--- src/mips_pkg.sv ---
// MIPS execute stage shared types, control codes and widths
package mips_pkg;

	// ------------------------------
	// Widths
	// ------------------------------
	localparam int DATA_W = 32;     // Datapath width
	localparam int REG_W  = 5;      // Register number width

	// ------------------------------
	// ALU operation classes
	// ------------------------------
	localparam logic [1:0] ALU_OP_ADD   = 2'd0; // Loads and stores
	localparam logic [1:0] ALU_OP_SUB   = 2'd1; // Branch compare
	localparam logic [1:0] ALU_OP_RTYPE = 2'd2; // Operation comes from funct

	// R-type funct field codes
	localparam logic [5:0] FN_ADD = 6'd32;
	localparam logic [5:0] FN_SUB = 6'd34;
	localparam logic [5:0] FN_AND = 6'd36;
	localparam logic [5:0] FN_OR  = 6'd37;
	localparam logic [5:0] FN_NOR = 6'd39;
	localparam logic [5:0] FN_SLT = 6'd42;

	// ALU control codes seen by the ALU
	typedef enum logic [3:0] {
		ALU_ADD = 4'b0000,
		ALU_SUB = 4'b0001,
		ALU_AND = 4'b0010,
		ALU_OR  = 4'b0011,
		ALU_SLT = 4'b0111,
		ALU_NOR = 4'b1001,
		ALU_BAD = 4'b1111   // Unknown funct or alu_op
	} alu_ctrl_t;

	// ------------------------------
	// Pipeline control groups
	// ------------------------------
	typedef struct packed {
		logic       reg_dst;    // 1 = rd, 0 = rt
		logic [1:0] alu_op;
		logic       alu_src;    // 1 = immediate
	} ex_ctrl_t;

	typedef struct packed {
		logic branch;
		logic mem_read;
		logic mem_write;
	} m_ctrl_t;

	typedef struct packed {
		logic reg_write;
		logic mem_to_reg;
	} wb_ctrl_t;

	// EX/MEM register contents
	typedef struct packed {
		m_ctrl_t             m;
		wb_ctrl_t            wb;
		logic [DATA_W-1:0]   res;
		logic                zero;
		logic [DATA_W-1:0]   write_data;     // Forwarded rt as store data
		logic [REG_W-1:0]    write_register;
	} ex_mem_t;

endpackage
--- src/ex_stage.sv ---
// Execute stage top, forwarding, ALU decode, ALU and EX/MEM register
module ex_stage import mips_pkg::*; (
	input  logic              clk,
	input  logic              reset,
	// ID/EX values
	input  ex_ctrl_t          ex,
	input  m_ctrl_t           m,
	input  wb_ctrl_t          wb,
	input  logic [REG_W-1:0]  rs,
	input  logic [REG_W-1:0]  rt,
	input  logic [REG_W-1:0]  rd,
	input  logic [DATA_W-1:0] rs_data,
	input  logic [DATA_W-1:0] rt_data,
	input  logic [DATA_W-1:0] imm,
	// Forwarding sources
	input  wb_ctrl_t          mem_wb,
	input  logic [REG_W-1:0]  mem_rd,
	input  logic [DATA_W-1:0] mem_res,
	input  wb_ctrl_t          wb_wb,
	input  logic [REG_W-1:0]  wb_rd,
	input  logic [DATA_W-1:0] wb_data,
	output ex_mem_t           ex_mem
);

	logic [DATA_W-1:0] op_a;
	logic [DATA_W-1:0] fwd_b;      // Forwarded rt, ALU B and store data
	alu_ctrl_t         alu_ctrl;
	logic [DATA_W-1:0] res;
	logic              zero;

	// ------------------------------
	// Forwarding and decode
	// ------------------------------
	forward_unit forward_unit_inst (
		.clk     (clk),
		.rs      (rs),
		.rt      (rt),
		.rs_data (rs_data),
		.rt_data (rt_data),
		.mem_wb  (mem_wb),
		.mem_rd  (mem_rd),
		.mem_res (mem_res),
		.wb_wb   (wb_wb),
		.wb_rd   (wb_rd),
		.wb_data (wb_data),
		.op_a    (op_a),
		.fwd_b   (fwd_b)
	);

	alu_control alu_control_inst (
		.clk      (clk),
		.alu_op   (ex.alu_op),
		.funct    (imm[5:0]),    // funct sits in the low immediate bits
		.alu_ctrl (alu_ctrl)
	);

	// ------------------------------
	// Compute and register
	// ------------------------------
	alu alu_inst (
		.op_a     (op_a),
		.fwd_b    (fwd_b),
		.imm      (imm),
		.alu_src  (ex.alu_src),
		.alu_ctrl (alu_ctrl),
		.res      (res),
		.zero     (zero)
	);

	ex_mem_reg ex_mem_reg_inst (
		.clk        (clk),
		.reset      (reset),
		.reg_dst    (ex.reg_dst),
		.rt         (rt),
		.rd         (rd),
		.m          (m),
		.wb         (wb),
		.res        (res),
		.zero       (zero),
		.store_data (fwd_b),
		.ex_mem     (ex_mem)
	);

endmodule

--- src/ex_mem_reg.sv ---
// EX/MEM pipeline register with destination register select
module ex_mem_reg import mips_pkg::*; (
	input  logic              clk,
	input  logic              reset,
	input  logic              reg_dst,      // 1 = rd, 0 = rt
	input  logic [REG_W-1:0]  rt,
	input  logic [REG_W-1:0]  rd,
	input  m_ctrl_t           m,
	input  wb_ctrl_t          wb,
	input  logic [DATA_W-1:0] res,
	input  logic              zero,
	input  logic [DATA_W-1:0] store_data,
	output ex_mem_t           ex_mem
);

	logic [REG_W-1:0] dest;     // Selected destination
	ex_mem_t          ex_mem_d; // Next register value

	// R-type writes rd, I-type writes rt
	assign dest = reg_dst ? rd : rt;

	// ------------------------------
	// Payload assembly
	// ------------------------------
	always_comb begin
		ex_mem_d.m              = m;          // MEM control passes through
		ex_mem_d.wb             = wb;         // WB control passes through
		ex_mem_d.res            = res;
		ex_mem_d.zero           = zero;
		ex_mem_d.write_data     = store_data;
		ex_mem_d.write_register = dest;
	end

	// ------------------------------
	// Register, one cycle latency
	// ------------------------------
	always_ff @(posedge clk) begin
		if (reset) begin
			ex_mem <= '0;       // No write can leak out of reset
		end else begin
			ex_mem <= ex_mem_d;
		end
	end

	// Control bits must be quiet the cycle after reset
	a_reset_ctrl: assert property (
		@(posedge clk) reset |=> (ex_mem.m == '0) && (ex_mem.wb == '0)
	) else $error("EX/MEM control not cleared by reset");

endmodule

--- src/alu.sv ---
// 32-bit ALU with operand B select and zero flag
module alu import mips_pkg::*; (
	input  logic [DATA_W-1:0] op_a,
	input  logic [DATA_W-1:0] fwd_b,
	input  logic [DATA_W-1:0] imm,       // Sign extended immediate
	input  logic              alu_src,   // 1 = immediate on B
	input  alu_ctrl_t         alu_ctrl,
	output logic [DATA_W-1:0] res,
	output logic              zero
);

	logic [DATA_W-1:0] op_b;
	logic              a_lt_b;   // Signed compare for SLT

	// ------------------------------
	// Operand B select
	// ------------------------------
	assign op_b = alu_src ? imm : fwd_b;

	// Signed, so -1 < 1 holds
	assign a_lt_b = $signed(op_a) < $signed(op_b);

	// ------------------------------
	// Operation
	// ------------------------------
	always_comb begin
		case (alu_ctrl)
			ALU_ADD: res = op_a + op_b;       // Wraps, no overflow trap
			ALU_SUB: res = op_a - op_b;
			ALU_AND: res = op_a & op_b;
			ALU_OR:  res = op_a | op_b;
			ALU_SLT: res = {{(DATA_W-1){1'b0}}, a_lt_b};
			ALU_NOR: res = ~(op_a | op_b);
			ALU_BAD: res = '0;                // Unsupported op
			default: res = '0;
		endcase
	end

	// Zero flag straight from the result, beq uses it after SUB
	assign zero = (res == '0);

endmodule

--- src/forward_unit.sv ---
// Operand forwarding from the MEM and WB stages into the ALU inputs
module forward_unit import mips_pkg::*; (
	input  logic              clk,        // Assertion sampling only
	input  logic [REG_W-1:0]  rs,
	input  logic [REG_W-1:0]  rt,
	input  logic [DATA_W-1:0] rs_data,
	input  logic [DATA_W-1:0] rt_data,
	// MEM stage source, one instruction ahead
	input  wb_ctrl_t          mem_wb,
	input  logic [REG_W-1:0]  mem_rd,
	input  logic [DATA_W-1:0] mem_res,
	// WB stage source, two instructions ahead
	input  wb_ctrl_t          wb_wb,
	input  logic [REG_W-1:0]  wb_rd,
	input  logic [DATA_W-1:0] wb_data,
	output logic [DATA_W-1:0] op_a,
	output logic [DATA_W-1:0] fwd_b       // Also used as store data
);

	logic mem_hit_a, wb_hit_a;
	logic mem_hit_b, wb_hit_b;

	// Source writes a nonzero register that matches the operand
	function automatic logic src_hit(
		input wb_ctrl_t         src,
		input logic [REG_W-1:0] src_rd,
		input logic [REG_W-1:0] r
	);
		return src.reg_write && (src_rd != '0) && (src_rd == r);
	endfunction

	assign mem_hit_a = src_hit(mem_wb, mem_rd, rs);
	assign wb_hit_a  = src_hit(wb_wb, wb_rd, rs);
	assign mem_hit_b = src_hit(mem_wb, mem_rd, rt);
	assign wb_hit_b  = src_hit(wb_wb, wb_rd, rt);

	// ------------------------------
	// Operand muxes, MEM first
	// ------------------------------
	always_comb begin
		if (mem_hit_a)
			op_a = mem_res;          // Newest value
		else if (wb_hit_a)
			op_a = wb_data;
		else
			op_a = rs_data;          // Register file value
	end

	always_comb begin
		if (mem_hit_b)
			fwd_b = mem_res;
		else if (wb_hit_b)
			fwd_b = wb_data;
		else
			fwd_b = rt_data;
	end

	// $zero is hardwired, nothing may be forwarded into it
	a_no_fwd_zero: assert property (
		@(posedge clk) ((rs == '0) |-> (op_a == rs_data)) and ((rt == '0) |-> (fwd_b == rt_data))
	) else $error("forwarding into register 0");

	// Younger producer in MEM must beat the older one in WB
	a_mem_wins: assert property (
		@(posedge clk) ((mem_hit_a && wb_hit_a) |-> (op_a == mem_res))
			and ((mem_hit_b && wb_hit_b) |-> (fwd_b == mem_res))
	) else $error("WB value forwarded over MEM value");

endmodule

--- src/alu_control.sv ---
// ALU control decoder, maps alu_op and the funct field to an ALU code
module alu_control import mips_pkg::*; (
	input  logic       clk,       // Assertion sampling only
	input  logic [1:0] alu_op,
	input  logic [5:0] funct,
	output alu_ctrl_t  alu_ctrl
);

	alu_ctrl_t funct_ctrl;  // Decode of funct alone

	// ------------------------------
	// Funct field decode
	// ------------------------------
	always_comb begin
		case (funct)
			FN_ADD:  funct_ctrl = ALU_ADD;
			FN_SUB:  funct_ctrl = ALU_SUB;
			FN_AND:  funct_ctrl = ALU_AND;
			FN_OR:   funct_ctrl = ALU_OR;
			FN_SLT:  funct_ctrl = ALU_SLT;   // Signed set on less than
			FN_NOR:  funct_ctrl = ALU_NOR;
			default: funct_ctrl = ALU_BAD;   // Shifts, jr etc. not handled here
		endcase
	end

	// ------------------------------
	// Operation class select
	// ------------------------------
	always_comb begin
		case (alu_op)
			ALU_OP_ADD:   alu_ctrl = ALU_ADD;      // Address calc
			ALU_OP_SUB:   alu_ctrl = ALU_SUB;      // beq compare
			ALU_OP_RTYPE: alu_ctrl = funct_ctrl;
			default:      alu_ctrl = ALU_BAD;      // alu_op 3 unused
		endcase
	end

	// Known class must always give a known code, even for odd funct values
	a_ctrl_known: assert property (
		@(posedge clk) !$isunknown(alu_op) && (alu_op != ALU_OP_RTYPE || !$isunknown(funct))
			|-> !$isunknown(alu_ctrl)
	) else $error("alu_ctrl unknown for alu_op %0d funct %0d", alu_op, funct);

endmodule

--- config.mk ---
export PLATFORM = sky130hd
export DESIGN_NAME = ex_stage
export DESIGN_NICKNAME = d
export VERILOG_FILES = /design/src/mips_pkg.sv /design/src/ex_stage.sv /design/src/ex_mem_reg.sv /design/src/alu.sv /design/src/forward_unit.sv /design/src/alu_control.sv
export SDC_FILE = /design/constraint.sdc
export NUM_CORES = 1
export LEC_CHECK = 0
export ABC_AREA = 1
export BUFFER_PORTS_ARGS = -buffer_cell sky130_fd_sc_hd__clkbuf_2
export CORE_MARGIN = 2
export CORE_UTILIZATION = 55
export CTS_CLUSTER_DIAMETER = 60
export DETAILED_ROUTE_END_ITERATION = 16
export PLACE_DENSITY = 0.81
export RECOVER_POWER = 50
export SLEW_MARGIN = 10
export SYNTH_ARGS = -nofsm -noshare
export SYNTH_HDL_FRONTEND = slang
export SYNTH_HIERARCHICAL = 1
export SYNTH_SLANG_ARGS = --single-unit
--- constraint.sdc ---
create_clock -name clk -period 4.8 [get_ports clk]
set_clock_uncertainty 0.2 [all_clocks]
set_input_delay 0.96 -clock clk [delete_from_list [all_inputs] [get_ports clk]]
set_output_delay 0.96 -clock clk [all_outputs]
set_load 0.02 [all_outputs]
# Yosys cells after proc, flatten, opt, wreduce, memory -nomap -nowiden
# Cells that the tools add are included.
dict set report op_classes {
  addsub 2
  n_mul 0
  n_div 0
  magnitude_cmp 1
  n_eq_ne 17
  n_shift 0
  mux 9
  bitwise_logic 3
  reduce_logical 11
}
# op count
set ops {}
lappend ops {{32-bit case mux with 6 select lines} 1}
lappend ops {{32-bit two-way mux} 5}
lappend ops {{6-bit equality test, second input constant} 6}
lappend ops {{32-bit adder} 1}
lappend ops {{32-bit bitwise AND} 1}
lappend ops {{32-bit logical NOT} 1}
lappend ops {{32-bit less-than comparator} 1}
lappend ops {{32-bit inverter} 1}
lappend ops {{32-bit bitwise OR} 1}
lappend ops {{32-bit subtractor} 1}
lappend ops {{4-bit case mux with 6 select lines} 1}
lappend ops {{5-bit equality test} 4}
lappend ops {{4-bit case mux with 3 select lines} 1}
lappend ops {{5-bit nonzero test} 2}
lappend ops {{4-bit by 2-bit equality test with 1-bit output, second input constant} 2}
lappend ops {{1-bit logical AND} 6}
lappend ops {{5-bit two-way mux} 1}
lappend ops {{4-bit by 1-bit equality test with 1-bit output, second input constant} 1}
lappend ops {{4-bit by 3-bit equality test with 1-bit output, second input constant} 1}
lappend ops {{4-bit equality test, second input constant} 1}
lappend ops {{4-bit logical NOT} 1}
lappend ops {{2-bit by 1-bit equality test with 1-bit output, second input constant} 1}
lappend ops {{2-bit equality test, second input constant} 1}
lappend ops {{2-bit logical NOT} 1}
dict set report totals {
  ff_bits 75
  latchBits 0
  ram_bits 0
  rom_bits 0
  word_cells 52
  n_memories 0
}

# Depth between registers and ports, before layout
dict set report logic_depth {
  word_depth 10
  mapped_depth 35
  depth_no_buf 34
}

# Modules after synthesis
# Netlist, hierarchy kept.
# module n_inst cells_each area_per_inst_um2 seq_area_each_um2
set by_module_without_submodules {}
lappend by_module_without_submodules {alu 1 1461 7130.6 0.0}
lappend by_module_without_submodules {forward_unit 1 526 2469.9 0.0}
lappend by_module_without_submodules {ex_mem_reg 1 250 2219.6 1501.4}
lappend by_module_without_submodules {alu_control 1 37 178.9 0.0}

# Least setup slack after synthesis
# OpenSTA, ideal clock, no wires.
dict set report synth_timing {
  path_kind {input-to-reg}
  from {input wb_rd[4]}
  to {register, netlist name ex_mem_reg_inst/ex_mem[37]}
  t_arrival_ps 3865
  required_time_ps 4536
  path_slack_ps 671
  path_stages 33
  cell_sequence {nor2_1 > nand3_1 > nand2_1 > inv_2 > buf_4 > buf_4 > nand3_1 > nand3_1 > nand2_1 > o21ai_0 > inv_1 > ha_1 > inv_1 > fa_1 > inv_1 > nand3_1 > nand2_1 > nand2_1 > nand2_2 > nand2_2 > nand2_2 > nand2_1 > nand2_1 > nand2_1 > nand3_1 > nand2_1 > nor2_1 > nand2_1 > nor2_1 > nand3_1 > nor2_1 > inv_1 > nor2_1}
}
dict set report synth_between {
  elab_chain_cells 10
}
# element line
set synth_lines {}
lappend synth_lines {{from (decl)} ex_stage.sv:20} ;# input logic [REG_W-1:0] wb_rd,
lappend synth_lines {{5-bit nonzero test} forward_unit.sv:29} ;# return src.reg_write && (src_rd != '0) && (src_rd == r);
lappend synth_lines {{1-bit logical AND} forward_unit.sv:29}
lappend synth_lines {{1-bit logical AND (*)} forward_unit.sv:29}
lappend synth_lines {{32-bit two-way mux (*)} forward_unit.sv:52} ;# else if (wb_hit_b)
lappend synth_lines {{32-bit two-way mux (*)} forward_unit.sv:50} ;# if (mem_hit_b)
lappend synth_lines {{via fwd_b[0]} ex_stage.sv:26} ;# logic [DATA_W-1:0] fwd_b;
lappend synth_lines {{32-bit two-way mux (*)} alu.sv:18} ;# assign op_b = alu_src ? imm : fwd_b;
lappend synth_lines {{parallel branches: the longest is 2 deep, another holds 32-bit subtractor} --}
lappend synth_lines {{32-bit case mux with 6 select lines (*)} alu.sv:27} ;# case (alu_ctrl)
lappend synth_lines {{32-bit logical NOT (*)} alu.sv:40} ;# assign zero = (res == '0);
lappend synth_lines {{via zero} ex_stage.sv:29} ;# logic zero;
# Mark *: on every way through the listed nets, which the timed path passes.
# A chain may end at the register's enable or synchronous reset.

# Worst setup path in the final report
dict set report layout_timing {
  from {input wb_rd[4]}
  to {register, netlist name ex_mem_reg_inst/ex_mem[37]}
}
dict set report layout_between {
  elab_chain_cells 10
}
# element line
set layout_lines {}
lappend layout_lines {{5-bit nonzero test} forward_unit.sv:29}
lappend layout_lines {{1-bit logical AND} forward_unit.sv:29}
lappend layout_lines {{1-bit logical AND (*)} forward_unit.sv:29}
lappend layout_lines {{32-bit two-way mux (*)} forward_unit.sv:52}
lappend layout_lines {{32-bit two-way mux (*)} forward_unit.sv:50}
lappend layout_lines {{via fwd_b[0]} ex_stage.sv:26}
lappend layout_lines {{32-bit two-way mux (*)} alu.sv:18}
lappend layout_lines {{parallel branches: the longest is 2 deep, another holds 32-bit subtractor} --}
lappend layout_lines {{32-bit case mux with 6 select lines (*)} alu.sv:27}
lappend layout_lines {{via res[0]} ex_stage.sv:28} ;# logic [DATA_W-1:0] res;
lappend layout_lines {{32-bit logical NOT (*)} alu.sv:40}
lappend layout_lines {{via zero} ex_stage.sv:29}
# Marks and branches as above.

==> metrics <==
Routed Antenna Nets 0; Worst Path Arrival 4580 ps; layout cell share with drive strength beyond 1 21.3%; Crit Path Class input port to flop; starting density of the core between 50% and 60%; Power Density 224 nW/µm²; die width 152 µm; Clock Tree Buf Depth 2; Layout Cells excl Fill 2977; CP max stage cell fa_1; htree depth 3; status complete, no violations; largest cells by area after synthesis nand2_1 20%, inv_1 16%, dfxtp_1 13%; CTS tree yes; fin area 15400 µm²; Least-Margin Pin Slew 1270 ps; slew margin rel. ~16%; DP HPWL 36.3 mm; DRT Pass-1 Iters 10; Netlist cell types 43; Inst Count DP 2961; final core occ 71.1%; fill cell count between 2000 and 2500; cell area after synthesis 12000 µm²; syn_area_per_cell 5.28 µm²; YS warnings 6; via-per-instance ratio 5.19; CP startpoint kind input port; Area Growth Syn to Fin 28.0%; CTS Buf Count 9; Max-Cap Viols 0; net count after synthesis 2575; LEAKAGE ~9.5 nW; min Tclk post-route 4490 ps; critical-path maximum fanout 4; Slew Limit Fails 0; Seq/Total Area, Yosys 12.5%; initial antenna violation count 1; worst hold path class input port to flop; sw frac 43.9%; FFs w/ async S/R, synth 0%; Synth Register Bits 75; FP Rows 54; post-synthesis cell count roughly 2300; first-pass GRT wire length 67.5 mm; final hold vios 0; postcts setup bufs 0; WL final between 40 and 50 mm; Final setup viols 0; CP most frequent cell nand2_1; number of global-route vias before repair 14056; clock slew at reported path FFs 70 ps; sequential share of power 19.7%; DRC viols 0; largest net degree at the start of global routing 50; highest clock rate 223 MHz; Total Routing Usage GR 37.3%; total internal power 1.93 mW; initial drt markers ~1300; Clock Tree Root clkbuf_16; max reg flops 75; DP Area ~15000 µm²; core outline area 21600 µm²; Buffers on Ports 272; die area ~23000 µm²; drt wl/cell about 15 µm; critical path endpoint category flop; top cell type's share of synthesized area between 10% and 20%; Switch Pwr 1.51 mW; period utilization 93.5%; worst endpoint required time 4890 ps; setup slack after layout 313 ps; routed vias 15440; Die H around 150 µm; Ports around 280; Final GP Congestion a little over 1; Layout Nets 2993; Yosys top cell by area nand2_1; crit-path max cell delay 440 ps; Peak VDD IR around 0.16 mV; Fin Setup TNS 0 ps; most frequent cells in the layout 623 x nand2_1, 502 x inv_1, 289 x nand3_1; Setup WS pre-CTS -378 ps; Clk pwr share 23.2%; Comb pwr share 57.0%; clk sinks 75; Post-synth EDFFs 0; Remaining Overflow, GRT 0; commonest non-fill, non-tap cell in the layout nand2_1; Synth Flop Type dfxtp_1
-- synth_stat cells (2+ instances only) --
cell type and number:
fa_1 2, xor2_1 9, nand3_1 289, o22ai_1 23, clkinv_1 3, a221oi_1 4, a21oi_1 74, buf_4 16
and2_1 4, nor4_1 2, o21bai_1 7, nand2_1 629, nor2_1 261, ha_1 99, inv_2 20, nand2_4 2
buf_2 45, nor3_2 5, o21ai_1 4, nand3_2 7, buf_6 16, o21ai_0 49, nand4_1 43, buf_1 2
a21oi_2 2, nor2_2 12, dfxtp_1 75, nand2_2 23, inv_1 502, nor2_4 4, nor3_1 12, clkbuf_1 13
xnor2_1 6
-- cell families after synthesis --
group	after synthesis	synth area share, %
and+or+nand+nor	1296	46.6
DFF	75	12.5
xor gates and xnor gates	15	1.09
adders and majority gates	101	10.7
AOI/OAI and AO/OA	168	7.82
buffers and inverters	619	21.4
-- through the flow --
| step | power [mW] | hold WS [ps] |
|---|---|---|
| after CTS | 3.39 | 584 |
| after global placement | 2.54 | 952 |
| after detailed placement | 2.58 | 957 |
| final | 3.45 | 587 |
| after floorplan | 1.84 | 867 |
| after global routing | 3.68 | 607 |
-- per-layer routing --
layer	part of all wire [%]	up-vias	global-route usage, %
met2	45	807	61.5
li1	-	7729	-
met5	0	-	0
met4	4.0	0	15.6
met1	41	6803	49.2
met3	10	101	4.28
-- power by group through the flow --
stage               Combinational, mW  Sequential (mW)  Clock (mW)
floorplan                        1.08            0.754           0
global placement                 1.84            0.695           0
detailed placement               1.89            0.695           0
CTS                              1.90            0.682       0.809
global route                     2.17            0.687       0.825
finish                           1.97            0.681       0.801
-- worst max-delay path, delay by kind of cell --
family | cells | cell delay, ps
AND/OR/NAND/NOR | 24 | 2250
adder cells (fa/ha/maj) | 2 | 660
buffers and inverters | 6 | 530
AO/OA/AOI/OAI | 1 | 160
-- layout make-up --
class | count | area [µm²] | share of cell area [%]
clock buffers | 10 | 229 | 1.49
flip-flops and latches | 75 | 1500 | 9.77
inverters | 526 | 1980 | 12.9
multi-input cells | 1580 | 8120 | 52.9
clock inverters | 5 | 103 | 0.668
diodes | 1 | 2.50 | 0.0163
repair buffers | 500 | 3080 | 20.1
well taps | 280 | 350 | 2.28
-- what timing repair did --
item / in CTS / in global routing
hold endpoints to repair: 0 / 0
gates resized for setup: 1 / 83
hold buffers: 0 / 0
setup endpoints to repair: 1 / 8
pin swaps: 0 / 5
-- worst paths after layout --
path,start,to,slack [ps],cells after the start
setup / recovery,wb_rd[4],ex_mem_reg_inst/ex_mem[37],310,33
hold / removal,wb[0],ex_mem_reg_inst/ex_mem[70],590,3
Note: power is estimated with default switching activity, not from simulation.
